### config.mk
export PLATFORM = sky130hd
export DESIGN_NAME = ice51_top
export DESIGN_NICKNAME = d
export VERILOG_FILES = /design/src/hdl/ice51_pkg.sv /design/src/hdl/ice51_top.sv /design/src/hdl/ice51_datapath.sv /design/src/hdl/ice51_pc.sv /design/src/hdl/ice51_decode.sv /design/src/hdl/uart_tx.sv /design/src/hdl/uart_rx_loader.sv
export SDC_FILE = /design/constraint.sdc
export NUM_CORES = 1
export LEC_CHECK = 0
export ABC_CLOCK_PERIOD_IN_PS = 3700
export BUFFER_PORTS_ARGS = -buffer_cell sky130_fd_sc_hd__buf_4
export CAP_MARGIN = 5
export CORE_MARGIN = 5
export CORE_UTILIZATION = 57
export DETAILED_ROUTE_END_ITERATION = 10
export PLACE_DENSITY = 0.83
export SYNTH_ARGS = -nofsm -noshare
export SYNTH_HDL_FRONTEND = slang
export SYNTH_SLANG_ARGS = --single-unit
export TNS_END_PERCENT = 20
### constraint.sdc
create_clock -name i_clk -period 3.7 [get_ports i_clk]
set_input_delay 0.37 -clock i_clk [delete_from_list [all_inputs] [get_ports i_clk]]
set_output_delay 0.37 -clock i_clk [all_outputs]
set_load 0.05 [all_outputs]
### src/hdl/ice51_pkg.sv
`default_nettype none

package ice51_pkg;

   ////////////////////////////////////////////////////////////////////////////
   // uart timing and memory map

   localparam int BAUD_DIV   = 104;                   // clocks per bit, less one
   localparam int BIT_CW     = $clog2(BAUD_DIV + 1);  // bit-time counter width
   localparam int CODE_AW    = 8;
   localparam int LOAD_BYTES = 2 ** CODE_AW;

   localparam logic [15:0] TX_DATA_ADDR = 16'h0201;   // movx write sends a byte
   localparam logic [15:0] TX_STAT_ADDR = 16'h0200;   // movx read gives busy in bit 0
   localparam logic [7:0]  ADDR_B       = 8'hF0;

   ////////////////////////////////////////////////////////////////////////////
   // kept opcodes, standard 8051 encodings

   localparam logic [7:0] OP_LJMP      = 8'h02;
   localparam logic [7:0] OP_INC_A     = 8'h04;
   localparam logic [7:0] OP_RRC       = 8'h13;
   localparam logic [7:0] OP_DEC_A     = 8'h14;
   localparam logic [7:0] OP_RL        = 8'h23;
   localparam logic [7:0] OP_ADD_I     = 8'h24;
   localparam logic [7:0] OP_RLC       = 8'h33;
   localparam logic [7:0] OP_ADDC_I    = 8'h34;
   localparam logic [7:0] OP_JC        = 8'h40;
   localparam logic [7:0] OP_ORL_I     = 8'h44;
   localparam logic [7:0] OP_JNC       = 8'h50;
   localparam logic [7:0] OP_ANL_I     = 8'h54;
   localparam logic [7:0] OP_JZ        = 8'h60;
   localparam logic [7:0] OP_XRL_I     = 8'h64;
   localparam logic [7:0] OP_JNZ       = 8'h70;
   localparam logic [7:0] OP_MOV_I     = 8'h74;
   localparam logic [7:0] OP_SJMP      = 8'h80;
   localparam logic [7:0] OP_MOV_DPTR  = 8'h90;
   localparam logic [7:0] OP_SUBB_I    = 8'h94;
   localparam logic [7:0] OP_CLR_C     = 8'hC3;
   localparam logic [7:0] OP_SETB_C    = 8'hD3;
   localparam logic [7:0] OP_MOVX_RD   = 8'hE0;   // movx a,@dptr
   localparam logic [7:0] OP_CLR_A     = 8'hE4;
   localparam logic [7:0] OP_MOV_A_DIR = 8'hE5;   // only mov a,b is honoured
   localparam logic [7:0] OP_MOVX_WR   = 8'hF0;   // movx @dptr,a
   localparam logic [7:0] OP_CPL_A     = 8'hF4;
   localparam logic [7:0] OP_MOV_DIR_A = 8'hF5;   // only mov b,a is honoured

   ////////////////////////////////////////////////////////////////////////////
   // types

   typedef enum logic [2:0] {
      ST_FETCH,
      ST_DEC0,
      ST_DEC1,
      ST_DEC2,
      ST_EXEC
   } cpu_state_e;

   typedef struct packed {
      logic [7:0] opcode;
      logic [7:0] h_data;   // first operand byte
      logic [7:0] l_data;   // second operand byte
   } ins_t;

   typedef struct packed {
      logic zero;
      logic carry;
   } flags_t;

endpackage

`default_nettype wire
### src/hdl/ice51_top.sv
`timescale 1ns/1ps
`default_nettype none

module ice51_top import ice51_pkg::*; (
   input  wire                i_clk,
   input  wire                i_nrst,
   input  wire                i_uart_rx,
   output logic               o_uart_tx,
   output logic               o_code_wr,
   output logic [CODE_AW-1:0] o_code_addr,
   output logic [7:0]         o_code_data,
   input  wire  [7:0]         i_code_data
);

   logic               loaded;
   logic [CODE_AW-1:0] load_addr;
   logic [CODE_AW-1:0] pc;
   cpu_state_e         state;
   ins_t               ins;
   flags_t             flags;
   logic               tx_start;
   logic [7:0]         tx_byte;
   logic               tx_busy;

   uart_rx_loader u_loader (
      .i_clk       (i_clk),
      .i_nrst      (i_nrst),
      .i_uart_rx   (i_uart_rx),
      .o_code_wr   (o_code_wr),
      .o_load_addr (load_addr),
      .o_code_data (o_code_data),
      .o_loaded    (loaded)
   );

   uart_tx u_tx (
      .i_clk      (i_clk),
      .i_nrst     (i_nrst),
      .i_tx_start (tx_start),
      .i_tx_byte  (tx_byte),
      .o_tx_busy  (tx_busy),
      .o_uart_tx  (o_uart_tx)
   );

   ice51_decode u_decode (
      .i_clk       (i_clk),
      .i_nrst      (i_nrst),
      .i_loaded    (loaded),
      .i_load_addr (load_addr),
      .i_pc        (pc),
      .i_code_data (i_code_data),
      .o_state     (state),
      .o_ins       (ins),
      .o_code_addr (o_code_addr)   // load address first, then pc
   );

   ice51_pc u_pc (
      .i_clk   (i_clk),
      .i_nrst  (i_nrst),
      .i_state (state),
      .i_ins   (ins),
      .i_flags (flags),
      .o_pc    (pc)
   );

   ice51_datapath u_datapath (
      .i_clk      (i_clk),
      .i_nrst     (i_nrst),
      .i_state    (state),
      .i_ins      (ins),
      .i_tx_busy  (tx_busy),
      .o_flags    (flags),
      .o_tx_start (tx_start),
      .o_tx_byte  (tx_byte)
   );

endmodule

`default_nettype wire

### src/hdl/ice51_datapath.sv
`timescale 1ns/1ps
`default_nettype none

module ice51_datapath import ice51_pkg::*; (
   input  wire             i_clk,
   input  wire             i_nrst,
   input  wire cpu_state_e i_state,
   input  wire ins_t       i_ins,
   input  wire             i_tx_busy,
   output flags_t          o_flags,
   output logic            o_tx_start,
   output logic [7:0]      o_tx_byte
);

   logic [7:0]  acc;
   logic [7:0]  acc_next;
   logic        carry;
   logic        carry_next;
   logic [7:0]  b;
   logic [15:0] dptr;
   logic        exec;
   logic [7:0]  imm;
   logic        is_b;
   logic [7:0]  add_b;
   logic [8:0]  add_res;
   logic [8:0]  sub_res;

   assign exec = (i_state == ST_EXEC);
   assign imm  = i_ins.h_data;
   assign is_b = (imm == ADDR_B);   // only direct address kept

   ////////////////////////////////////////////////////////////////////////////
   // alu

   // one adder for add, addc and inc a
   assign add_b   = (i_ins.opcode == OP_INC_A) ? 8'd1 : imm;
   assign add_res = {1'b0, acc} + {1'b0, add_b} + {8'd0, (i_ins.opcode == OP_ADDC_I) & carry};
   assign sub_res = {1'b0, acc} - {1'b0, imm} - {8'd0, carry};   // bit 8 is the borrow

   always_comb begin
      acc_next   = acc;
      carry_next = carry;
      case (i_ins.opcode)
         OP_MOV_I: acc_next = imm;
         OP_ADD_I, OP_ADDC_I, OP_INC_A: begin
            acc_next   = add_res[7:0];
            carry_next = add_res[8];
         end
         OP_SUBB_I: begin
            acc_next   = sub_res[7:0];
            carry_next = sub_res[8];
         end
         OP_ANL_I:  acc_next = acc & imm;
         OP_ORL_I:  acc_next = acc | imm;
         OP_XRL_I:  acc_next = acc ^ imm;
         OP_DEC_A:  acc_next = acc - 8'd1;   // carry untouched
         OP_CPL_A:  acc_next = ~acc;
         OP_CLR_A:  acc_next = 8'h00;
         OP_RL:     acc_next = {acc[6:0], acc[7]};
         OP_RLC: begin
            acc_next   = {acc[6:0], carry};
            carry_next = acc[7];
         end
         OP_RRC: begin
            acc_next   = {carry, acc[7:1]};
            carry_next = acc[0];
         end
         OP_CLR_C:     carry_next = 1'b0;
         OP_SETB_C:    carry_next = 1'b1;
         OP_MOV_A_DIR: if (is_b) acc_next = b;
         OP_MOVX_RD:   acc_next = (dptr == TX_STAT_ADDR) ? {7'd0, i_tx_busy} : 8'h00;
         default: ;
      endcase
   end

   ////////////////////////////////////////////////////////////////////////////
   // registers, written only in exec

   always_ff @(posedge i_clk or negedge i_nrst) begin
      if (!i_nrst) begin
         acc   <= '0;
         carry <= 1'b0;
         b     <= '0;
         dptr  <= '0;
      end else if (exec) begin
         acc   <= acc_next;
         carry <= carry_next;
         if (i_ins.opcode == OP_MOV_DIR_A && is_b) b <= acc;
         if (i_ins.opcode == OP_MOV_DPTR) dptr <= {i_ins.h_data, i_ins.l_data};
      end
   end

   // jz and jnz look at a itself, there is no psw bit for it
   assign o_flags = '{zero: (acc == 8'h00), carry: carry};

   assign o_tx_start = exec & (i_ins.opcode == OP_MOVX_WR) & (dptr == TX_DATA_ADDR);
   assign o_tx_byte  = acc;

endmodule

`default_nettype wire

### src/hdl/ice51_pc.sv
`timescale 1ns/1ps
`default_nettype none

module ice51_pc import ice51_pkg::*; (
   input  wire                i_clk,
   input  wire                i_nrst,
   input  wire cpu_state_e    i_state,
   input  wire ins_t          i_ins,
   input  wire flags_t        i_flags,
   output logic [CODE_AW-1:0] o_pc
);

   logic [CODE_AW-1:0] pc;
   logic [CODE_AW-1:0] rel;
   logic [15:0]        dest;
   logic               decoding;
   logic               exec;
   logic               taken;

   assign decoding = (i_state == ST_DEC0) | (i_state == ST_DEC1) | (i_state == ST_DEC2);
   assign exec     = (i_state == ST_EXEC);
   assign rel      = CODE_AW'(signed'(i_ins.h_data));   // sign extended offset
   assign dest     = {i_ins.h_data, i_ins.l_data};

   always_comb begin
      case (i_ins.opcode)
         OP_SJMP: taken = 1'b1;
         OP_JZ:   taken = i_flags.zero;
         OP_JNZ:  taken = ~i_flags.zero;
         OP_JC:   taken = i_flags.carry;
         OP_JNC:  taken = ~i_flags.carry;
         default: taken = 1'b0;
      endcase
   end

   // by exec the pc sits past the whole instruction
   always_ff @(posedge i_clk or negedge i_nrst) begin
      if (!i_nrst) begin
         pc <= '0;
      end else if (decoding) begin
         pc <= pc + 1'b1;                // one byte taken per decode state
      end else if (exec && i_ins.opcode == OP_LJMP) begin
         pc <= dest[CODE_AW-1:0];
      end else if (exec && taken) begin
         pc <= pc + rel;
      end
   end

   // read latency of one clock, so the bus runs a byte ahead while decoding
   assign o_pc = decoding ? pc + 1'b1 : pc;

endmodule

`default_nettype wire

### src/hdl/ice51_decode.sv
`timescale 1ns/1ps
`default_nettype none

module ice51_decode import ice51_pkg::*; (
   input  wire                i_clk,
   input  wire                i_nrst,
   input  wire                i_loaded,
   input  wire  [CODE_AW-1:0] i_load_addr,
   input  wire  [CODE_AW-1:0] i_pc,
   input  wire  [7:0]         i_code_data,
   output cpu_state_e         o_state,
   output ins_t               o_ins,
   output logic [CODE_AW-1:0] o_code_addr
);

   cpu_state_e state;
   logic [7:0] op_q;
   logic [7:0] h_q;
   logic [7:0] l_q;
   logic       two_byte;
   logic       three_byte;

   ////////////////////////////////////////////////////////////////////////////
   // instruction fields, each taken straight off the bus in its own state

   always_comb begin
      o_ins.opcode = (state == ST_DEC0) ? i_code_data : op_q;
      o_ins.h_data = (state == ST_DEC1) ? i_code_data : h_q;
      o_ins.l_data = (state == ST_DEC2) ? i_code_data : l_q;
   end

   always_ff @(posedge i_clk or negedge i_nrst) begin
      if (!i_nrst) begin
         op_q <= '0;   // reads as a nop
      end else if (state == ST_DEC0) begin
         op_q <= i_code_data;
      end
   end

   always_ff @(posedge i_clk) begin
      if (state == ST_DEC1) h_q <= i_code_data;
      if (state == ST_DEC2) l_q <= i_code_data;
   end

   // instruction length, anything unknown falls through as one byte
   always_comb begin
      two_byte   = 1'b0;
      three_byte = 1'b0;
      case (o_ins.opcode)
         OP_MOV_I, OP_ADD_I, OP_ADDC_I, OP_SUBB_I,
         OP_ANL_I, OP_ORL_I, OP_XRL_I,
         OP_SJMP, OP_JZ, OP_JNZ, OP_JC, OP_JNC,
         OP_MOV_A_DIR, OP_MOV_DIR_A: two_byte = 1'b1;
         OP_LJMP, OP_MOV_DPTR:       three_byte = 1'b1;
         default: ;
      endcase
   end

   ////////////////////////////////////////////////////////////////////////////
   // control fsm

   always_ff @(posedge i_clk or negedge i_nrst) begin
      if (!i_nrst) begin
         state <= ST_FETCH;
      end else begin
         case (state)
            ST_FETCH: if (i_loaded) state <= ST_DEC0;   // wait for the program
            ST_DEC0:  state <= (two_byte | three_byte) ? ST_DEC1 : ST_EXEC;
            ST_DEC1:  state <= three_byte ? ST_DEC2 : ST_EXEC;
            ST_DEC2:  state <= ST_EXEC;
            ST_EXEC:  state <= ST_FETCH;
            default:  state <= ST_FETCH;
         endcase
      end
   end

   assign o_state     = state;
   assign o_code_addr = i_loaded ? i_pc : i_load_addr;

   a_state_legal: assert property (@(posedge i_clk) disable iff (!i_nrst)
      state inside {ST_FETCH, ST_DEC0, ST_DEC1, ST_DEC2, ST_EXEC});

   // nothing runs until the loader has filled the code memory
   a_idle_while_loading: assert property (@(posedge i_clk) disable iff (!i_nrst)
      !i_loaded |-> state == ST_FETCH);

endmodule

`default_nettype wire

### src/hdl/uart_tx.sv
`timescale 1ns/1ps
`default_nettype none

module uart_tx import ice51_pkg::*; (
   input  wire        i_clk,
   input  wire        i_nrst,
   input  wire        i_tx_start,
   input  wire  [7:0] i_tx_byte,
   output logic       o_tx_busy,
   output logic       o_uart_tx
);

   typedef enum logic [1:0] {TX_IDLE, TX_START, TX_SEND} tx_state_e;

   tx_state_e         state;
   logic [BIT_CW-1:0] cnt;
   logic [3:0]        bit_no;
   logic [7:0]        shift;
   logic              bit_end;
   logic              frame_end;

   assign bit_end   = (cnt == BIT_CW'(BAUD_DIV));
   assign frame_end = bit_end & (bit_no == 4'd9);   // start, 8 data, then stop ends

   always_ff @(posedge i_clk or negedge i_nrst) begin
      if (!i_nrst) begin
         state  <= TX_IDLE;
         cnt    <= '0;
         bit_no <= '0;
      end else begin
         case (state)
            TX_IDLE:  if (i_tx_start) state <= TX_START;
            TX_START: if (bit_end) state <= TX_SEND;
            TX_SEND:  if (frame_end) state <= TX_IDLE;
            default:  state <= TX_IDLE;
         endcase
         if (state == TX_IDLE || bit_end) begin
            cnt <= '0;
         end else begin
            cnt <= cnt + 1'b1;
         end
         if (frame_end) begin
            bit_no <= '0;
         end else if (bit_end) begin
            bit_no <= bit_no + 1'b1;
         end
      end
   end

   // msb goes out first, ones shift in behind for the stop bit
   always_ff @(posedge i_clk) begin
      if (state == TX_IDLE && i_tx_start) begin
         shift <= i_tx_byte;
      end else if (state == TX_SEND && bit_end) begin
         shift <= {shift[6:0], 1'b1};
      end
   end

   always_comb begin
      case (state)
         TX_IDLE:  o_uart_tx = 1'b1;
         TX_START: o_uart_tx = 1'b0;
         default:  o_uart_tx = shift[7];
      endcase
   end

   assign o_tx_busy = (state != TX_IDLE);

   // software has to poll busy before each write
   a_no_start_while_busy: assert property (@(posedge i_clk) disable iff (!i_nrst)
      i_tx_start |-> !o_tx_busy);

endmodule

`default_nettype wire

### src/hdl/uart_rx_loader.sv
`timescale 1ns/1ps
`default_nettype none

module uart_rx_loader import ice51_pkg::*; (
   input  wire                i_clk,
   input  wire                i_nrst,
   input  wire                i_uart_rx,
   output logic               o_code_wr,
   output logic [CODE_AW-1:0] o_load_addr,
   output logic [7:0]         o_code_data,
   output logic               o_loaded
);

   typedef enum logic [1:0] {RX_IDLE, RX_START, RX_DATA, RX_WAIT} rx_state_e;

   rx_state_e         state;
   logic [1:0]        rx_sync;
   logic              rx;
   logic [BIT_CW-1:0] cnt;
   logic [7:0]        shift;
   logic              half_bit;
   logic              full_bit;
   logic              rx_done;

   assign rx       = rx_sync[1];
   assign half_bit = (cnt == BIT_CW'(BAUD_DIV / 2));
   assign full_bit = (cnt == BIT_CW'(BAUD_DIV));
   assign rx_done  = (state == RX_WAIT) & full_bit;   // middle of the stop bit

   always_ff @(posedge i_clk or negedge i_nrst) begin
      if (!i_nrst) begin
         rx_sync <= 2'b11;   // line idles high
      end else begin
         rx_sync <= {rx_sync[0], i_uart_rx};
      end
   end

   // receive fsm, start bit checked at half a bit, data at full bit times
   always_ff @(posedge i_clk or negedge i_nrst) begin
      if (!i_nrst) begin
         state <= RX_IDLE;
         cnt   <= '0;
      end else begin
         cnt <= cnt + 1'b1;
         case (state)
            RX_IDLE: begin
               cnt <= '0;
               if (!rx && !o_loaded) state <= RX_START;   // closed once the image is in
            end
            RX_START: begin
               if (half_bit) begin
                  cnt   <= '0;
                  state <= rx ? RX_IDLE : RX_DATA;   // false start goes back
               end
            end
            RX_DATA: begin
               if (full_bit) begin
                  cnt <= '0;
                  if (shift[0]) state <= RX_WAIT;   // marker reached bit 0
               end
            end
            RX_WAIT: begin
               if (full_bit) state <= RX_IDLE;
            end
            default: state <= RX_IDLE;
         endcase
      end
   end

   always_ff @(posedge i_clk) begin
      if (state == RX_IDLE && !rx) begin
         shift <= 8'h80;                // marker flags the eighth bit
      end else if (state == RX_DATA && full_bit) begin
         shift <= {rx, shift[7:1]};     // lsb first
      end
   end

   assign o_code_data = shift;
   assign o_code_wr   = rx_done;

   // byte counter doubles as the code write address
   always_ff @(posedge i_clk or negedge i_nrst) begin
      if (!i_nrst) begin
         o_load_addr <= '0;
         o_loaded    <= 1'b0;
      end else if (o_code_wr) begin
         o_load_addr <= o_load_addr + 1'b1;
         if (o_load_addr == CODE_AW'(LOAD_BYTES - 1)) o_loaded <= 1'b1;
      end
   end

   a_load_closed: assert property (@(posedge i_clk) disable iff (!i_nrst)
      o_loaded |-> !o_code_wr);

endmodule

`default_nettype wire

**Yosys cells after proc, flatten, opt, wreduce, memory -nomap -nowiden**

Index checks and enable logic that the tools add are counted.
W data, S select, Z words.

- Logic and storage cells: 169
- Output and inout bits: 18
- Bits of input ports: 11
- Register bits after elaboration: 117

- Bitwise operators: 14
- Equality and inequality tests: 54
- Reductions and logical operators: 31
- $add $sub $neg: 11
- Multiplexer cells: 40

Operator list:

| cell | number |
|---|---|
| $pmux W8 S14 | 1 |
| $eq A8 B8 Y1 const B | 13 |
| $mux W8 | 12 |
| $eq A8 B7 Y1 const B | 8 |
| $eq A16 B10 Y1 const B | 2 |
| $eq A8 B6 Y1 const B | 4 |
| $mux W7 | 3 |
| $pmux W7 S3 | 1 |
| $mux W2 | 9 |
| $ne A2 B1 Y1 const B | 9 |
| $add A8 B1 Y8 const B | 2 |
| $eq A8 B5 Y1 const B | 2 |
| $add A7 B1 Y7 const B | 2 |
| $eq A7 B7 Y1 const B | 2 |
| $reduce_bool A14 Y1 | 1 |
| $reduce_or A14 Y1 | 1 |
| $pmux W3 S4 | 1 |
| $add A8 B8 Y9 | 1 |
| $add A9 B1 Y9 | 1 |
| $mux W3 | 3 |
| $sub A8 B8 Y9 | 1 |
| $sub A9 B1 Y9 | 1 |
| $add A8 B8 Y8 | 1 |
| $and A8 B8 Y8 | 1 |
| other kinds (39) | 68 |

**Longest topological paths before layout**

- Depth in word-level cells: 8
- Depth in mapped cells: 17
- Depth with buffers taken out: 15

**Modules after synthesis**

A second synthesis with hierarchy kept.

- Cells, all modules: 880
- Area, all modules: 8172.8 um2

Modules (own cells, without submodules):

| module | times used | seq. area each (um2) | cells each | area an instance (um2) |
|---|---|---|---|---|
| ice51_datapath | 1 | 825.8 | 408 | 3457.1 |
| uart_rx_loader | 1 | 663.1 | 134 | 1333.8 |
| ice51_decode | 1 | 595.6 | 122 | 1312.5 |
| ice51_pc | 1 | 200.2 | 129 | 1064.8 |
| uart_tx | 1 | 565.5 | 87 | 1004.7 |

**Worst setup path before layout**

No wires, ideal clock.

- Path type: register -> register
- Start: register u_decode.state[2], in the netlist u_decode.o_state[2]
- End: register u_datapath.acc[4], in the netlist u_datapath.o_tx_byte[4]
- Data required time: 3.575 ns
- Stages on the path, launching flop included: 18
- Buffers on the path: 2
- Data arrival time: 3.680 ns
- Slack: -0.105 ns
- Setup time: 0.125 ns
- Clock period less this slack: 3.805 ns
- Cells stage by stage: dfrtp_1 buf_4 nor3b_2 buf_6 mux2_4 xor2_1 ha_1 inv_1 ha_1 or2_2 fa_1 nand2b_1 a21oi_1 xnor2_1 a222oi_1 o211a_1 o211ai_1 mux2_2

- Longest elaborated chain between the ends: 7
- Elaborated cells between the ends (all ways): 36
- Classes of those cells: add/sub: 4; eq/ne: 21; mux: 4; bitwise: 4; reduce/logical: 3

RTL lines:

| element | line | source |
|---|---|---|
| start: declaration | ice51_decode.sv:16 | `cpu_state_e state;` |
| start signal: assignment | ice51_decode.sv:68 | `ST_DEC0: state <= (two_byte \| three_byte) ? ST_DEC1 : ST_EXEC;` |
| start signal: assignment | ice51_decode.sv:69 | `ST_DEC1: state <= three_byte ? ST_DEC2 : ST_EXEC;` |
| $eq A3 B1 Y1 | ice51_decode.sv:27 | `o_ins.opcode = (state == ST_DEC0) ? i_code_data : op_q;` |
| $mux W8 | ice51_decode.sv:27 |  |
| $eq A8 B3 Y1 | ice51_datapath.sv:36, ice51_datapath.sv:43 |  |
| $mux W8 | ice51_datapath.sv:36 | `assign add_b = (i_ins.opcode == OP_INC_A) ? 8'd1 : imm;` |
| $add A8 B8 Y9 | ice51_datapath.sv:37 | `assign add_res = {1'b0, acc} + {1'b0, add_b} + {8'd0, (i_ins.opcode == OP_ADDC_I) & carry};` |
| $add A9 B1 Y9 | ice51_datapath.sv:37 |  |
| $pmux W8 S14 | ice51_datapath.sv:43 | `case (i_ins.opcode)` |
| end signal: assignment | ice51_datapath.sv:86 | `acc <= acc_next;` |
| end: declaration | ice51_datapath.sv:15 | `logic [7:0] acc;` |

Parallel ways exist; a longest one is shown, timed or not.
A chain may end at the register's enable or synchronous reset.

**Worst setup path in the final report**

- Start: register u_decode.state[0], in the netlist u_decode.o_state[0]
- End: register u_datapath.acc[4], in the netlist u_datapath.o_tx_byte[4]

Same word-level chain as after synthesis.

==> impl_metrics.py <==
metrics = {
    "synth": {
        "ys_types": 90,
        "async_flop_share_pct": 72.6,
        "syn-num-nets": 945,
        "synth_top_area_share_pct": 25.8,
        "syn_avg_cell_area_um2": 9.20,
        "synth_area_leaders": "dfrtp_1, ha_1, dfxtp_1",
        "synth_area_um2": 8060,
        "yosysTopAreaCell": "dfrtp_1",
        "synth_edf_count": 8,
        "synth_flop_cell": "dfrtp_1",
        "synth_seq_area_share_pct": 35.4,
        "synth-seq-cells": 117,
        "yosys_warnings": 0,
        "syn_inst": 876,
    },
    "routing": {
        "drt_first_pass_iters": 6,
        "via_per_inst": 6.38,
        "routed_wl_mm": 22.3,
        "ant_nets": 0,
        "vias": 7098,
        "post_drt_wl_per_cell_um": 20.1,
        "drt_iter0_drc": 950,
        "drc": 0,
    },
    "critical_path": {
        "cp-end-kind": "flop",
        "path_class": "flop to flop",
        "slowest_stage": "dfrtp_1",
        "r2r_end": "u_datapath.o_tx_byte[4]$_DFFE_PN0P_",
        "start_kind": "flop",
        "r2r_start": "u_decode.o_state[0]$_DFFE_PN0P_",
        "arrival_ns": 3.92,
        "cp_slowest_stage_delay_ns": 0.40,
        "r2r_setup_slack_ns": 0.09,
        "crit_fanout": 3,
        "crit_chain": "nor3b_2 -> mux2_4 -> xor2_1 -> ha_1 -> ha_2 -> or2_4 -> fa_2 -> nand2b_4 -> a21oi_4 -> xnor2_1 -> a222oi_1 -> o211a_1 -> o211ai_1 -> mux2_2",
        "rr_worst_depth": 14,
        "required_ns": 4.01,
    },
    "clock_tree": {
        "clk_pin_slew_ns": 0.06,
        "clkSinkCount": 117,
        "clockBufferDepth": 2,
        "cts_tree": "yes",
        "cts_inserted_buffers": 17,
        "postCtsHoldBufs": 0,
        "htreeDepth": 4,
        "cts_root_buf": "clkbuf_16",
        "insertion_delay_ns": 0.43,
    },
    "sta": {
        "timing.setup.tns_ns": 0,
        "relSlewSlack_pct": 28.7,
        "fin_crit_sh_pct": 97.6,
        "tightestPinTransition_ns": 1.06,
        "hold_viol_final": 0,
        "maxSlewViolCount": 0,
        "rsz0062_at_grt": "yes",
        "fmax_ghz": 0.277,
        "fin_skew_ns": 0.00500,
        "setup_viol": 0,
        "layout_min_cycle_time_ns": 3.61,
    },
    "worst_hold_path": {
        "holdCritPathClass": "input port to asynchronous set/reset pin",
    },
    "layout": {
        "instances_no_fill": 1113,
        "final_cell_mix": "nor2_1, dfrtp_1, nand2_1",
        "antennaDiodeCount": 0,
        "final_common_cell": "nor2_1",
        "syn_to_final_growth_pct": 12.7,
        "layout.nets": 989,
        "drive_gt1_share_pct": 16.4,
    },
    "die": {
        "die_x_um": 129,
        "coreArea_um2": 13900,
        "die_area_um2": 16600,
        "io_pins": 29,
        "num_rows": 43,
        "die_h_um": 129,
        "start_util_pct": 58.0,
    },
    "pwr": {
        "seq_power_share_pct": 44.0,
        "swShare_pct": 23.3,
        "power.density_nw_per_um2": 324,
        "p_switching_uw": 686,
        "peakVddDrop_mv": 0.354,
        "clkPwrFrac_pct": 53.6,
        "power_mw": 2.94,
        "combPwrFrac_pct": 2.3,
        "internal-power_mw": 2.25,
        "cellLeakagePower_nw": 4.18,
    },
    "placement": {
        "hpwl_mm": 16.2,
        "portBuffers": 28,
        "dp.cells": 1081,
        "gp_congestion": 1.02,
    },
    "grt": {
        "antenna_found_initial": 0,
        "grt_pass1_wl_mm": 36.0,
        "grt_pass1_vias": 6834,
        "grt_use_total_pct": 27.8,
        "overflow": 0,
        "grt_max_degree": 64,
    },
    "outcome": {
        "outcome": "completed",
    },
    "flow_run": {
        "cap_violations": 0,
    },
}
==> state kept, by name, indices dropped and copies added, names as in the netlist, 3 cells and up, named ones only <==
signal                cells
u_datapath.dptr          16
u_datapath.b              8
u_datapath.o_tx_byte      8
u_decode.h_q              8
u_decode.l_q              8
u_decode.op_q             8
u_loader.o_code_data      8
u_loader.o_load_addr      8
u_pc.pc                   8
u_tx.shift                8
u_loader.cnt              7
u_tx.cnt                  7
u_tx.bit_no               4
u_decode.o_state          3
==> through the flow <==
| step | area, um2 | utilization (%) | hold WS, ns | setup slack (ns) |
|---|---|---|---|---|
| 3_3_place_gp | 8500 | 61.2 | 0.352 | 0.129 |
| 3_5_place_dp | 8500 | 61.2 | 0.351 | 0.0635 |
| 6_report | 9080 | 65.4 | 0.0438 | 0.0887 |
| 5_1_grt | 9080 | 65.4 | 0.0338 | -0.0686 |
| 2_1_floorplan | 8080 | - | 0.0744 | -0.0115 |
| 4_1_cts | 9060 | 65.3 | 0.0362 | 0.0437 |
==> worst max-delay path, delay by kind of cell (launching register included) <==
family          cells  cell delay (ns)
xor+xnor            2             0.23
compound gates      4             0.69
flops               1             0.40
mux                 2             0.61
fa+ha+maj           3             0.90
simple gates        3             0.66
==> synth_stat cells (all sizes together) (13+ instances only) <==
cell,instances
mux2i,28
mux2,26
o21ai,32
nor2b,15
ha,54
o211ai,14
dfxtp,24
inv,53
a21oi,49
and3,13
nor2,94
xnor2,19
nand3,34
buf,15
xor2,23
nand2,75
dfrtp,83
nand4,24
clkbuf,18
==> what timing repair did <==
| item | CTS | global route |
|---|---|---|
| buffers inserted | 0 | 0 |
| setup endpoints to repair | 0 | 3 |
| gates resized for setup | 0 | 4 |
==> per-layer routing <==
layer | share of wire [%] | track usage (%) | up-vias
met3 | 7.7 | 6.23 | 74
li1 | - | - | 3280
met5 | 0 | 0 | -
met1 | 44 | 38.4 | 3399
met2 | 45 | 42.4 | 345
met4 | 3.1 | 11.1 | 0
==> worst max path at each step <==
stage	start	end	slack, ns	depth (start not counted)
after floorplan	u_decode.o_state[2]$_DFFE_PN0P_	u_datapath.o_tx_byte[4]$_DFFE_PN0P_	-0.01	17
after global placement	u_decode.o_state[2]$_DFFE_PN0P_	u_datapath.o_tx_byte[4]$_DFFE_PN0P_	0.13	15
after detailed placement	u_decode.o_state[2]$_DFFE_PN0P_	u_datapath.o_tx_byte[4]$_DFFE_PN0P_	0.06	15
after CTS	u_decode.o_state[2]$_DFFE_PN0P_	u_datapath.o_tx_byte[4]$_DFFE_PN0P_	0.04	15
after global routing	u_decode.o_state[0]$_DFFE_PN0P_	u_datapath.o_tx_byte[4]$_DFFE_PN0P_	-0.07	14
final	u_decode.o_state[0]$_DFFE_PN0P_	u_datapath.o_tx_byte[4]$_DFFE_PN0P_	0.09	14
==> logic make-up after synthesis <==
family / share of synthesized area [%]
flip-flops: 35.4
multiplexers: 7.36
AO/OA/AOI/OAI: 16.4
adder cells (fa/ha/maj): 9.38
AND/OR/NAND/NOR: 21.4
buffers and inverters: 5.58
XOR/XNOR: 4.57
==> power groups by stage <==
| stage | Sequential (mW) | Clock, mW | Combinational [mW] |
|---|---|---|---|
| after floorplan | 1.32 | 0 | 0.0329 |
| after global placement | 1.32 | 0 | 0.0672 |
| after detailed placement | 1.32 | 0 | 0.0676 |
| after CTS | 1.30 | 1.59 | 0.0681 |
| after global routing | 1.30 | 1.65 | 0.0743 |
| final | 1.30 | 1.58 | 0.0682 |
==> final cells by class <==
type	count	area, um2
fillers	1136	4800
multi-input cells	671	4790
flip-flops and latches	117	2850
repair buffers	60	450
clock buffers	18	439
well taps	180	225
inverters	53	199
clock inverters	14	123
Power figures use the tool's default switching activity.
